[config.mk]
export PLATFORM = sky130hd
export DESIGN_NAME = exStage
export DESIGN_NICKNAME = d
export VERILOG_FILES = /design/src/verilog/exStagePkg.sv /design/src/verilog/exStage.sv /design/src/verilog/seqMultiplier.sv /design/src/verilog/intAlu.sv /design/src/verilog/operandForward.sv
export VERILOG_INCLUDE_DIRS = /design/src /design/src/verilog
export SDC_FILE = /design/constraint.sdc
export NUM_CORES = 1
export LEC_CHECK = 0
export ABC_CLOCK_PERIOD_IN_PS = 12410
export BUFFER_PORTS_ARGS = -buffer_cell sky130_fd_sc_hd__clkbuf_2
export CAP_MARGIN = 10
export CORE_ASPECT_RATIO = 2
export CORE_MARGIN = 1.5
export CORE_UTILIZATION = 60
export CTS_CLUSTER_SIZE = 16
export DETAILED_ROUTE_END_ITERATION = 8
export PLACE_DENSITY = 0.85
export SYNTH_ARGS = -nofsm -noshare
export SYNTH_HDL_FRONTEND = slang
export SYNTH_SLANG_ARGS = --single-unit
[constraint.sdc]
create_clock -name clock -period 12.41 [get_ports clock]
set_input_delay 3.723 -clock clock [delete_from_list [all_inputs] [get_ports clock]]
set_output_delay 3.723 -clock clock [all_outputs]
set_load 0.03 [all_outputs]
[src/verilog/exStage_defines.svh]
`ifndef EX_STAGE_DEFINES_SVH
`define EX_STAGE_DEFINES_SVH

// ****************************************
// datapath widths
// ****************************************
`define EX_WORD_W 32
// amount bits the barrel shifter really uses.
`define EX_SHAMT_W 5

// one partial product per step, so steps equal the word width.
`define EX_MUL_STEPS 32

// ****************************************
// forward select codes
// ****************************************
`define EX_FWD_NONE 2'd0
`define EX_FWD_EXMEM 2'd1
`define EX_FWD_MEMWB 2'd2
// code 3 is unused and acts as none.

`endif
[src/verilog/exStagePkg.sv]
`include "exStage_defines.svh"

package exStagePkg;

	// ****************************************
	// data word and forwarding
	// ****************************************
	typedef logic [`EX_WORD_W-1:0] word_t;

	typedef enum logic [1:0] {
		fwdNone = `EX_FWD_NONE,
		fwdExMem = `EX_FWD_EXMEM,
		fwdMemWb = `EX_FWD_MEMWB
	} fwdSel_e;

	// results coming back from the later stages.
	typedef struct packed {
		word_t exMem;
		word_t memWb;
	} fwdBus_t;

	// ****************************************
	// alu operations
	// ****************************************
	typedef enum logic [3:0] {
		opSll = 4'd0,
		opSrl, opSra,
		opAdd, opSub, opOr, opAnd, opXor,
		opSeq, opSne, opSlt, opSgt, opSle, opSge, // unsigned compares.
		opLhi = 4'd14
	} aluOp_e;

endpackage

[src/verilog/exStage.sv]
module exStage (
	input  logic                clock,
	input  logic                rst,
	input  exStagePkg::word_t   regA,
	input  exStagePkg::word_t   regB,
	input  exStagePkg::fwdBus_t fwd,
	input  exStagePkg::fwdSel_e selA,
	input  exStagePkg::fwdSel_e selB,
	input  logic                immSel,
	input  exStagePkg::aluOp_e  aluOp,
	input  exStagePkg::word_t   mulA,
	input  exStagePkg::word_t   mulB,
	input  logic                mulStart,
	input  logic                mulMode,
	output exStagePkg::word_t   aluResult,
	output logic                branch,
	output exStagePkg::word_t   mulResult,
	output logic                mulBusy
);

	exStagePkg::word_t opA;
	exStagePkg::word_t opB;

	// bypass network feeds the alu directly.
	operandForward i_forward (
		.regA   (regA),
		.regB   (regB),
		.fwd    (fwd),
		.selA   (selA),
		.selB   (selB),
		.immSel (immSel),
		.opA    (opA),
		.opB    (opB)
	);

	intAlu i_alu (
		.opA       (opA),
		.opB       (opB),
		.aluOp     (aluOp),
		.aluResult (aluResult),
		.branch    (branch)
	);

	// multiplier has its own operands. pipeline stalls on mulBusy.
	seqMultiplier i_mul (
		.clock     (clock),
		.rst       (rst),
		.mulStart  (mulStart),
		.mulA      (mulA),
		.mulB      (mulB),
		.mulMode   (mulMode),
		.mulBusy   (mulBusy),
		.mulResult (mulResult)
	);

endmodule

[src/verilog/seqMultiplier.sv]
`include "exStage_defines.svh"

module seqMultiplier (
	input  logic              clock,
	input  logic              rst,
	input  logic              mulStart,
	input  exStagePkg::word_t mulA,
	input  exStagePkg::word_t mulB,
	input  logic              mulMode,
	output logic              mulBusy,
	output exStagePkg::word_t mulResult
);

	localparam int CntW = $clog2(`EX_MUL_STEPS + 1);

	logic [CntW-1:0] stepCount;
	exStagePkg::word_t mcand; // held for the whole multiply.
	exStagePkg::word_t mplier; // shifts left, msb is the live bit.
	exStagePkg::word_t acc;
	exStagePkg::word_t accNext;
	exStagePkg::word_t product;
	logic accept;
	logic lastStep;

	// ****************************************
	// control
	// ****************************************
	assign mulBusy = (stepCount != '0);
	assign accept = mulStart && !mulBusy; // starts during busy are dropped.
	assign lastStep = (stepCount == CntW'(1));

	always_ff @(posedge clock) begin
		if (rst) begin
			stepCount <= '0;
			product <= '0;
		end else if (accept) begin
			stepCount <= CntW'(`EX_MUL_STEPS);
		end else if (mulBusy) begin
			stepCount <= stepCount - 1'b1;
			// old product stays up until the final step lands.
			if (lastStep) begin
				product <= accNext;
			end
		end
	end

	// ****************************************
	// shift-add datapath
	// ****************************************
	// partial products go in from the top multiplier bit down.
	// doubling the accumulator each step lines each one up,
	// and bits past the word width drop out.
	assign accNext = {acc[`EX_WORD_W-2:0], 1'b0}
		+ (mplier[`EX_WORD_W-1] ? mcand : '0);

	always_ff @(posedge clock) begin
		if (accept) begin
			mcand <= mulB;
			mplier <= mulA;
			acc <= '0;
		end else if (mulBusy) begin
			mplier <= {mplier[`EX_WORD_W-2:0], 1'b0};
			acc <= accNext;
		end
	end

	// ****************************************
	// magnitude output
	// ****************************************
	always_comb begin
		if (mulMode && product[`EX_WORD_W-1]) begin
			mulResult = ~product + 1'b1; // negate negative products.
		end else begin
			mulResult = product;
		end
	end

endmodule

[src/verilog/intAlu.sv]
`include "exStage_defines.svh"

module intAlu (
	input  exStagePkg::word_t  opA,
	input  exStagePkg::word_t  opB,
	input  exStagePkg::aluOp_e aluOp,
	output exStagePkg::word_t  aluResult,
	output logic               branch
);

	logic [`EX_SHAMT_W-1:0] shamt;
	logic bigShift;
	exStagePkg::word_t sllOut;
	exStagePkg::word_t srlOut;
	exStagePkg::word_t sraOut;
	exStagePkg::word_t lhiOut;
	logic isEq;
	logic isLt;

	// ****************************************
	// shifter
	// ****************************************
	// the whole of opB is the amount; anything past the low bits saturates.
	assign shamt = opB[`EX_SHAMT_W-1:0];
	assign bigShift = |opB[`EX_WORD_W-1:`EX_SHAMT_W];

	assign sllOut = bigShift ? '0 : (opA << shamt);
	assign srlOut = bigShift ? '0 : (opA >> shamt);
	// a saturated amount leaves only sign bits.
	assign sraOut = $signed(opA) >>> (bigShift ? `EX_SHAMT_W'(`EX_WORD_W-1) : shamt);

	// low half of opB moved up.
	assign lhiOut = {opB[`EX_WORD_W/2-1:0], {(`EX_WORD_W/2){1'b0}}};

	// words are unsigned, so these compare unsigned.
	assign isEq = (opA == opB);
	assign isLt = (opA < opB);

	// ****************************************
	// result select
	// ****************************************
	always_comb begin
		case (aluOp)
			exStagePkg::opSll: aluResult = sllOut;
			exStagePkg::opSrl: aluResult = srlOut;
			exStagePkg::opSra: aluResult = sraOut;
			exStagePkg::opAdd: aluResult = opA + opB;
			exStagePkg::opSub: aluResult = opA - opB;
			exStagePkg::opOr:  aluResult = opA | opB;
			exStagePkg::opAnd: aluResult = opA & opB;
			exStagePkg::opXor: aluResult = opA ^ opB;
			exStagePkg::opSeq: aluResult = exStagePkg::word_t'(isEq);
			exStagePkg::opSne: aluResult = exStagePkg::word_t'(!isEq);
			exStagePkg::opSlt: aluResult = exStagePkg::word_t'(isLt);
			exStagePkg::opSgt: aluResult = exStagePkg::word_t'(!isLt && !isEq);
			exStagePkg::opSle: aluResult = exStagePkg::word_t'(isLt || isEq);
			exStagePkg::opSge: aluResult = exStagePkg::word_t'(!isLt);
			exStagePkg::opLhi: aluResult = lhiOut;
			default: aluResult = '0; // code 15.
		endcase
	end

	// set-compares leave their answer in bit 0.
	assign branch = aluResult[0];

endmodule

[src/verilog/operandForward.sv]
module operandForward (
	input  exStagePkg::word_t   regA,
	input  exStagePkg::word_t   regB,
	input  exStagePkg::fwdBus_t fwd,
	input  exStagePkg::fwdSel_e selA,
	input  exStagePkg::fwdSel_e selB,
	input  logic                immSel,
	output exStagePkg::word_t   opA,
	output exStagePkg::word_t   opB
);

	// hazard bypass for one operand.
	function automatic exStagePkg::word_t pickSource(
		input exStagePkg::fwdSel_e sel,
		input exStagePkg::word_t   regVal,
		input exStagePkg::fwdBus_t bus
	);
		case (sel)
			exStagePkg::fwdExMem: return bus.exMem;
			exStagePkg::fwdMemWb: return bus.memWb;
			default: return regVal; // none and code 3.
		endcase
	endfunction

	assign opA = pickSource(selA, regA, fwd);

	// an immediate arrives on regB and skips the bypass.
	always_comb begin
		if (immSel) begin
			opB = regB;
		end else begin
			opB = pickSource(selB, regB, fwd);
		end
	end

endmodule

==> results of run 1 <==
-- layer usage --
layer  global-route usage (%)  GRT overflow
met1                     77.2            24
met2                      101           547
met3                     65.7            24
met4                     84.6           291
met5                     30.0             2
-- Yosys cell counts (12+ instances only) --
master	n
or3_1	13
nor2b_1	19
o21bai_1	20
a221o_1	13
nor2_1	256
a211oi_1	38
a22oi_1	74
nand2b_1	25
and2_1	42
buf_2	38
o21ai_0	136
o211ai_1	58
o221ai_1	31
and3_1	18
a31oi_1	30
inv_1	121
nor3_1	47
xor2_1	28
o22ai_1	22
a21oi_1	212
mux4_2	13
a21o_1	47
nand2_1	318
nand3_1	58
a221oi_1	17
o21a_1	12
dfxtp_1	69
xnor2_1	40
ha_1	143
edfxtp_1	64
mux2_2	42
clkbuf_1	115
mux2i_1	128
buf_1	29
nor4_1	31
o21ai_1	54
a211o_1	15
-- metrics by stage --
step | std cells | hold WS (ns) | cell area [µm²] | setup WS [ns] | utilization (%)
4_1_cts | 3278 | 0.467 | 21800 | 0.325 | 70.3
3_5_place_dp | 3246 | 0.459 | 21100 | 0.326 | 68.2
3_3_place_gp | 3245 | 0.440 | 21100 | 0.428 | 68.2
2_1_floorplan | 2611 | 0.429 | 19000 | 0.460 | -
-- cell families after synthesis --
kind of cell	count (synthesis)	synth area share [%]
AO/OA/AOI/OAI	883	30.9
XOR/XNOR	68	3.14
adder cells (fa/ha/maj)	146	9.75
buffers and inverters	316	6.72
flip-flops	133	17.4
multiplexers	185	10.9
AND/OR/NAND/NOR	880	21.2
==> reports/results.tsv, run 1 <==
stage	metric	value	unit
outcome	status	aborted with a tool error	
outcome	Stopped at	5_1_grt	
outcome	Stop Error	[ERROR GRT-0116] Global routing finished with congestion. Check the congestion regions in the DRC Viewer.	
global_routing	pin count of the biggest net entering global routing	77	
floorplan	die width	129	µm
clock_network	clock root buffer	clkbuf_16	
place	Detailed Place HPWL	82300	µm
place	PortBufs	270	
synth	Synth area leaders	edfxtp_1 10%, ha_1 9.4%, dfxtp_1 7.3%	
global_routing	total grt overflow	888	
clock_network	CTS resizes	0	
clock_network	Post-CTS Setup Bufs	0	
global_routing	GRT Util Overall	81.3	%
synth	Mapped Nets	2962	
clock_network	Clock Sink Count	133	
synth	Post-Syn Area	0.0190	mm²
synth	synth unique cells	91	
synth	Synth Register Bits	133	
floorplan	initial core utilization	61.2	%
place	GP Congestion	1.40	
synth	Yosys top cell area share	10.1	%
synth	post-synthesis cell count	2611	
clock_network	maximum clock path buffer count	2	
synth	Synth async-reset ratio	0	%
synth	register area share after synthesis	17.4	%
synth	Syn. warnings	0	
clock_network	cts bufs inserted	17	
synth	cell taking the most area after synthesis	edfxtp_1	
synth	Synth Flop Type	dfxtp_1	
floorplan	Rows	91	
floorplan	die extent in y	254	µm
synth	Post-synth EDFFs	64	
clock_network	cts hold-fix bufs	0	
synth	Avg Cell Area, Syn	7.26	µm²
global_routing	vias in the first global route	27700	
clock_network	H-tree levels	4	
floorplan	Ports	271	
global_routing	global-route wire length before repair	203000	µm
==> inputs of run 2 (changes only) <==
--- a/config.mk
+++ b/config.mk
@@ -9,12 +9,10 @@
 export ABC_CLOCK_PERIOD_IN_PS = 12410
 export BUFFER_PORTS_ARGS = -buffer_cell sky130_fd_sc_hd__clkbuf_2
 export CAP_MARGIN = 10
-export CORE_ASPECT_RATIO = 2
 export CORE_MARGIN = 1.5
-export CORE_UTILIZATION = 60
-export CTS_CLUSTER_SIZE = 16
+export CORE_UTILIZATION = 40
 export DETAILED_ROUTE_END_ITERATION = 8
-export PLACE_DENSITY = 0.85
+export PLACE_DENSITY_LB_ADDON = 0.15
 export SYNTH_ARGS = -nofsm -noshare
 export SYNTH_HDL_FRONTEND = slang
 export SYNTH_SLANG_ARGS = --single-unit
==> reports/results.tsv, run 2 <==
stage	metric	value	unit	change
power_and_ir_drop	Pwr Total	3.75	mW	
worst_setup_path	CP Capture Type	output pin		
timing	max frequency	81.7	MHz	
synth	Synth top cells by count	318 x nand2_1, 256 x nor2_1, 212 x a21oi_1		
synth	register area share after synthesis	17.4	%	unchanged
timing	setup ws final	0.176	ns	
timing	Final setup viols	0		
detailed_routing	routed via count	22800		
place	PortBufs	270		unchanged
detailed_routing	drt wl/cell	29.2	µm	
detailed_routing	vias per cell	6.51		
power_and_ir_drop	Combinational Power Share	66.7	%	
synth	cell taking the most area after synthesis	edfxtp_1		
worst_setup_path	WS Path Type	input pin to output pin		
synth	most frequent cell after synthesis	nand2_1		
place	GP Congestion	1.08		-23%
power_and_ir_drop	switching pwr	1.91	mW	
final_layout	commonest non-fill, non-tap cells in the layout	318 x nand2_1, 270 x clkbuf_2, 254 x nor2_1		
global_routing	initial antenna violation count	5		
timing	Layout Skew	0.0140	ns	
power_and_ir_drop	share of power burned in registers	20.5	%	
clock_network	cts bufs inserted	17		unchanged
power_and_ir_drop	sw frac	50.9	%	
power_and_ir_drop	Clk pwr share	12.9	%	
final_layout	leading cell type in the layout, fill and taps excluded	nand2_1		
global_routing	pin count of the biggest net entering global routing	78		
detailed_routing	post-route antenna net violation count	0		
global_routing	total grt overflow	0		
floorplan	Rows	79		-13%
run	Max-Cap Viols	0		
synth	Syn. warnings	0		unchanged
synth	Post-Syn Area	0.0190	mm²	unchanged
synth	Avg Cell Area, Syn	7.26	µm²	unchanged
synth	Synth Flop Type	dfxtp_1		
power_and_ir_drop	pwr dens	168	mW/mm²	
timing	Pins Over Slew Limit	0		
detailed_routing	DRC violations left	0		
floorplan	die width	221	µm	+72%
final_layout	P&R area growth vs syn	17.7	%	
place	Detailed Place HPWL	81600	µm	-0.87%
worst_setup_path	Worst Path Max Fanout	34		
synth	post-synthesis cell count	2611		unchanged
synth	Post-synth EDFFs	64		unchanged
clock_network	maximum clock path buffer count	2		unchanged
floorplan	initial core utilization	40.6	%	-21 points
clock_network	Skew-Pair Late Insertion Delay	0.44	ns	
power_and_ir_drop	LEAKAGE	10.1	nW	
synth	Synth Register Bits	133		unchanged
final_layout	Largest regs	i_mul.mcand x32, i_mul.mplier x32, i_mul.product x32		
clock_network	cts hold-fix bufs	0		unchanged
timing	RSZ-0062 raised after global routing	no		
worst_setup_path	Worst Path Required	8.69	ns	
timing	Final period util	98.6	%	
synth	Yosys top cell area share	10.1	%	unchanged
floorplan	Ports	271		unchanged
clock_network	Clock Sink Count	133		unchanged
detailed_routing	drt total wl	102000	µm	
clock_network	CTS tree	done		
timing	final hold viol count	0		
worst_setup_path	Reg2Reg Setup Slack	8.62	ns	
synth	Synth area leaders	edfxtp_1 10%, ha_1 9.4%, dfxtp_1 7.3%		
final_layout	share of cells above drive strength 1	19.8	%	
timing	Worst Max-Slew Pin Slew	1.26	ns	
worst_setup_path	CP Data Arrival Time	8.51	ns	
synth	Mapped Nets	2962		unchanged
hold_path	HP Class	flip-flop to flip-flop		
global_routing	GRT Util Overall	41.3	%	
detailed_routing	Detailed Routing Iterations Pass 1	8		
place	Place WS	-0.175	ns	-0.501 ns
timing	Slew headroom	15.5	%	
floorplan	full die area	0.0487	mm²	
clock_network	H-tree levels	4		unchanged
worst_setup_path	Startpoint Class	input pin		
synth	synth unique cells	91		unchanged
power_and_ir_drop	internal power	1.84	mW	
outcome	status	finished, final reports clean		
final_layout	final net count	3232		
clock_network	clock root buffer	clkbuf_16		
floorplan	core area	0.0467	mm²	
synth	Synth async-reset ratio	0	%	unchanged
global_routing	global-route wire length before repair	147000	µm	
power_and_ir_drop	IR drop worst, VDD	0.000229	V	
floorplan	die extent in y	221	µm	-13%
clock_network	CTS clk-pin slew, worst paths	0.06	ns	
global_routing	vias in the first global route	21900		
detailed_routing	drt initial violations	2883		
timing	Tmin final	12.23	ns	
run 2: cell counts after synthesis:
No cell type changed its count.
run 2: final cells by class:
type	instances	area, µm²
fill	4763	24300
multi-input combinational	2162	14500
sequential	133	3300
timing repair buffer	441	2740
tap	607	759
inverter	126	475
clock buffer	20	458
clock inverter	12	105
antenna	1	2.50
run 2: worst paths after layout:
path | start | end | cells past startpoint
setup / recovery | selB[0] | aluResult[11] | 17
hold / removal | i_mul.acc[10]$_SDFFE_PP0P_ | i_mul.acc[10]$_SDFFE_PP0P_ | 2
setup reg to reg | i_mul.mplier[31]$_DFFE_PP_ | i_mul.product[31]$_SDFFE_PP0P_ | 15
hold reg to reg | i_mul.acc[10]$_SDFFE_PP0P_ | i_mul.acc[10]$_SDFFE_PP0P_ | 2
run 2: layer usage:
layer	track usage (%)	part of all wire, %
met1	49.8	38
met2	65.8	45
met3	6.34	7.7
met4	32.4	8.8
met5	0	0.052
run 2: cell families after synthesis:
kind of cell	count (synthesis)	synth area share (%)
compound gates	883	30.9
simple gates	880	21.2
buf+inv	316	6.72
mux	185	10.9
fa+ha+maj	146	9.75
flops	133	17.4
xor+xnor	68	3.14
run 2: power by group through the flow:
stage / logic, mW / clock network (mW) / registers (mW)
3_5_place_dp: 2.41 / 0 / 0.775
3_3_place_gp: 2.38 / 0 / 0.769
5_1_grt: 2.69 / 0.508 / 0.784
2_1_floorplan: 1.65 / 0 / 0.744
6_report: 2.50 / 0.483 / 0.768
4_1_cts: 2.44 / 0.491 / 0.769
run 2: critical path, stage by stage:
cell,delay [ns]
clkbuf_2,0.09
inv_1,0.04
ha_1,0.36
or2_4,0.35
o21ai_4,0.26
buf_4,0.56
inv_4,0.27
buf_4,0.25
mux2i_1,0.27
mux2i_1,0.17
mux2i_1,0.25
nor2_1,0.10
a21oi_1,0.67
o221ai_1,0.23
nor4_1,0.44
nand3_1,0.19
clkbuf_2,0.22
run 2: timing repair:
action | 4_1_cts | 5_1_grt
gates resized for setup | 4 | 12
setup buffers | 0 | 1
hold endpoints to repair | 0 | 0
setup endpoints to repair | 3 | 7
pin swaps | 0 | 1
run 2: stage by stage:
step | hold slack, ns | utilization (%) | instances | cell area [µm²] | TNS (ns)
6_report | 0.463 | 47.8 | 3502 | 22300 | 0
3_5_place_dp | 0.455 | 46.4 | 3467 | 21700 | -0.349
5_1_grt | 0.489 | 47.8 | 3501 | 22300 | 0
3_3_place_gp | 0.443 | 46.4 | 3467 | 21700 | -0.582
4_1_cts | 0.468 | 47.7 | 3499 | 22200 | 0
2_1_floorplan | 0.429 | - | 2611 | 19000 | 0
(Power assumes the default switching activity.)
==> inputs of run 3 (changes only) <==
--- a/config.mk
+++ b/config.mk
@@ -6,10 +6,10 @@
 export SDC_FILE = /design/constraint.sdc
 export NUM_CORES = 1
 export LEC_CHECK = 0
-export ABC_CLOCK_PERIOD_IN_PS = 12410
+export ABC_CLOCK_PERIOD_IN_PS = 11150
 export BUFFER_PORTS_ARGS = -buffer_cell sky130_fd_sc_hd__clkbuf_2
 export CAP_MARGIN = 10
-export CORE_MARGIN = 1.5
+export CORE_MARGIN = 10
 export CORE_UTILIZATION = 40
 export DETAILED_ROUTE_END_ITERATION = 8
 export PLACE_DENSITY_LB_ADDON = 0.15
==> constraint.sdc (replaced) <==
create_clock -name clock -period 11.15 [get_ports clock]
set_input_delay 3.345 -clock clock [delete_from_list [all_inputs] [get_ports clock]]
set_output_delay 3.345 -clock clock [all_outputs]
set_load 0.03 [all_outputs]
==> reports/results.tsv, run 3 (synthesis results as in run 2) <==
stage	metric	value	unit	change
global_routing	vias in the first global route	22700		+3.3%
hold_path	hold_sp	i_mul.acc[5]$_SDFFE_PP0P_		
worst_setup_path	WS Path Type	input pin to output pin		
worst_setup_path	CP cell instances	clkbuf_2 -> inv_1 -> ha_1 -> or2_1 -> buf_4 -> o21ai_4 -> buf_4 -> inv_4 -> buf_12 -> o211ai_1 -> buf_12 -> mux2i_1 -> mux2_2 -> nor2_1 -> a211oi_1 -> buf_4 -> a211o_1 -> clkbuf_2		
floorplan	Ports	271		unchanged
global_routing	GRT Util Overall	33.9	%	-7.4 points
worst_setup_path	CP Capture Type	output pin		
timing	Tmin final	11.01	ns	
power_and_ir_drop	LEAKAGE	10.6	nW	+5.6%
timing	Final setup viols	0		unchanged
detailed_routing	DRC violations left	0		unchanged
global_routing	total grt overflow	0		unchanged
clock_network	maximum clock path buffer count	2		unchanged
place	PortBufs	270		unchanged
final_layout	commonest non-fill, non-tap cells in the layout	318 x nand2_1, 269 x clkbuf_2, 269 x buf_4		
global_routing	pin count of the biggest net entering global routing	78		unchanged
worst_setup_path	reg2reg end	i_mul.acc[28]$_SDFFE_PP0P_		
timing	setup_tns	0	ns	unchanged
floorplan	full die area	0.0565	mm²	+16%
timing	RSZ-0062 raised after global routing	yes		
timing	Worst Max-Slew Pin Slew	0.998	ns	-0.262 ns
detailed_routing	vias per cell	6.34		-2.5%
detailed_routing	post-route antenna net violation count	0		unchanged
timing	hold slack final	0.465	ns	+0.00191 ns
global_routing	initial antenna violation count	3		-2
floorplan	core area	0.0468	mm²	+0.21%
place	Placed Area	0.0225	mm²	+4.0%
worst_setup_path	Startpoint Class	input pin		
worst_setup_path	CP dominant cell by count	buf_4		
outcome	status	finished, final reports clean		
worst_setup_path	Reg2Reg Setup Slack	7.23	ns	-1.39 ns
detailed_routing	drt wl/cell	27.6	µm	-5.6%
clock_network	Clock Sink Count	133		unchanged
power_and_ir_drop	IR drop worst, VDD	0.000363	V	+58%
global_routing	global-route wire length before repair	147000	µm	-0.15%
timing	final hold viol count	0		unchanged
final_layout	# fillers	4692		-1.5%
clock_network	CTS clk-pin slew, worst paths	0.06	ns	about the same
clock_network	Skew-Pair Late Insertion Delay	0.43	ns	about the same
detailed_routing	drt total wl	99600	µm	-2.7%
floorplan	die width	238	µm	+7.7%
timing	Layout Skew	0.0112	ns	-0.00284 ns
clock_network	H-tree levels	4		unchanged
timing	Final period util	98.7	%	
timing	Slew headroom	33.4	%	+18 points
clock_network	CTS tree	done		
final_layout	Post-Layout Cell Count	3610		+3.1%
final_layout	leading cell type in the layout, fill and taps excluded	nand2_1		
detailed_routing	drt initial violations	2479		-14%
worst_setup_path	reg-to-reg startpoint	i_mul.mplier[31]$_DFFE_PP_		
power_and_ir_drop	Pwr Total	4.24	mW	+13%
worst_setup_path	Worst Path Max Fanout	26		-24%
timing	max frequency	90.8	MHz	
hold_path	HP Class	flip-flop to flip-flop		
floorplan	Rows	79		unchanged
hold_path	Hold Path Sink	i_mul.acc[5]$_SDFFE_PP0P_		
place	GP Congestion	1.05		-3.1%
place	Detailed Place HPWL	80800	µm	-0.91%
detailed_routing	Detailed Routing Iterations Pass 1	6		-2
worst_setup_path	Worst Path Required	7.81	ns	-0.88 ns
worst_setup_path	Setup crit start	selB[0]		
detailed_routing	routed via count	22900		+0.49%
final_layout	final net count	3340		+3.3%
run	Max-Cap Viols	0		unchanged
final_layout	post-route cell area	0.0232	mm²	+3.9%
timing	setup ws final	0.141	ns	-0.0354 ns
hold_path	WHS Path Cells	2		unchanged
worst_setup_path	Critical Path Max Stage Delay	0.47	ns	-0.20 ns
floorplan	initial core utilization	40.6	%	-0.086 points
clock_network	cts bufs inserted	17		unchanged
final_layout	P&R area growth vs syn	22.3	%	
worst_setup_path	reg2reg path depth	14		-1
final_layout	share of cells above drive strength 1	22.9	%	+3.1 points
final_layout	Largest regs	i_mul.mcand x32, i_mul.mplier x32, i_mul.product x32		
worst_setup_path	Slowest cell on crit path	mux2i_1		
floorplan	die extent in y	238	µm	+7.7%
worst_setup_path	CP Data Arrival Time	7.66	ns	-0.85 ns
place	Place WS	-0.0350	ns	+0.140 ns
timing	Pins Over Slew Limit	0		unchanged
final_layout	Core Util, Final	49.6	%	+1.8 points
clock_network	clock root buffer	clkbuf_16		
power_and_ir_drop	pwr dens	183	mW/mm²	+8.7%
place	placed cells	3576		+3.1%
[run 3: changes by cell type in the layout (fill, tap and decap cells not counted), sizes merged]
cell      before  now
buf          171  279
clkbuf       290  288
inv          126  130
clkinvlp       4    2
[run 3: report_power, final]
group	leakage, nW	switching (mW)	internal [mW]
clock	0.274	0.223	0.308
combinational	9.15	1.81	1.05
sequential	1.20	0.102	0.752
[run 3: repair_timing]
action                                  CTS  global route
hold buffers                              0             0
gates resized for setup                   1            20
pin swaps                                 0             1
endpoints found under the setup margin    2            11
buffers inserted                          0             1
[run 3: worst max-delay path: cells and delay by family]
kind	cells	cell delay (ns)
compound gates	4	0.85
simple gates	2	0.34
fa+ha+maj	1	0.29
mux	2	0.92
buf+inv	9	1.86
[run 3: how the worst max path moves through the flow]
stage / end / slack (ns)
2_1_floorplan: aluResult[31] / 0.01
3_3_place_gp: aluResult[31] / -0.0006
3_5_place_dp: aluResult[31] / -0.04
4_1_cts: branch / 0.03
5_1_grt: aluResult[0] / -0.05
6_report: aluResult[16] / 0.14
[run 3: area by class of cell]
cell class	count	area (µm²)	area share [%]
sequential	133	3300	14.2
tap	607	759	3.27
clock buffer	18	429	1.85
timing repair buffer	549	3570	15.4
inverter	126	479	2.07
antenna	1	2.50	0.0108
clock inverter	14	124	0.534
multi-input combinational	2162	14500	62.6
[run 3: routing by layer]
layer | vias to the layer above | part of all wire (%) | track usage, %
met2 | 1330 | 47 | 57.6
met5 | - | 0.026 | 0
met3 | 299 | 8.4 | 5.94
li1 | 10400 | - | -
met1 | 10900 | 37 | 38.8
met4 | 4 | 7.5 | 22.3
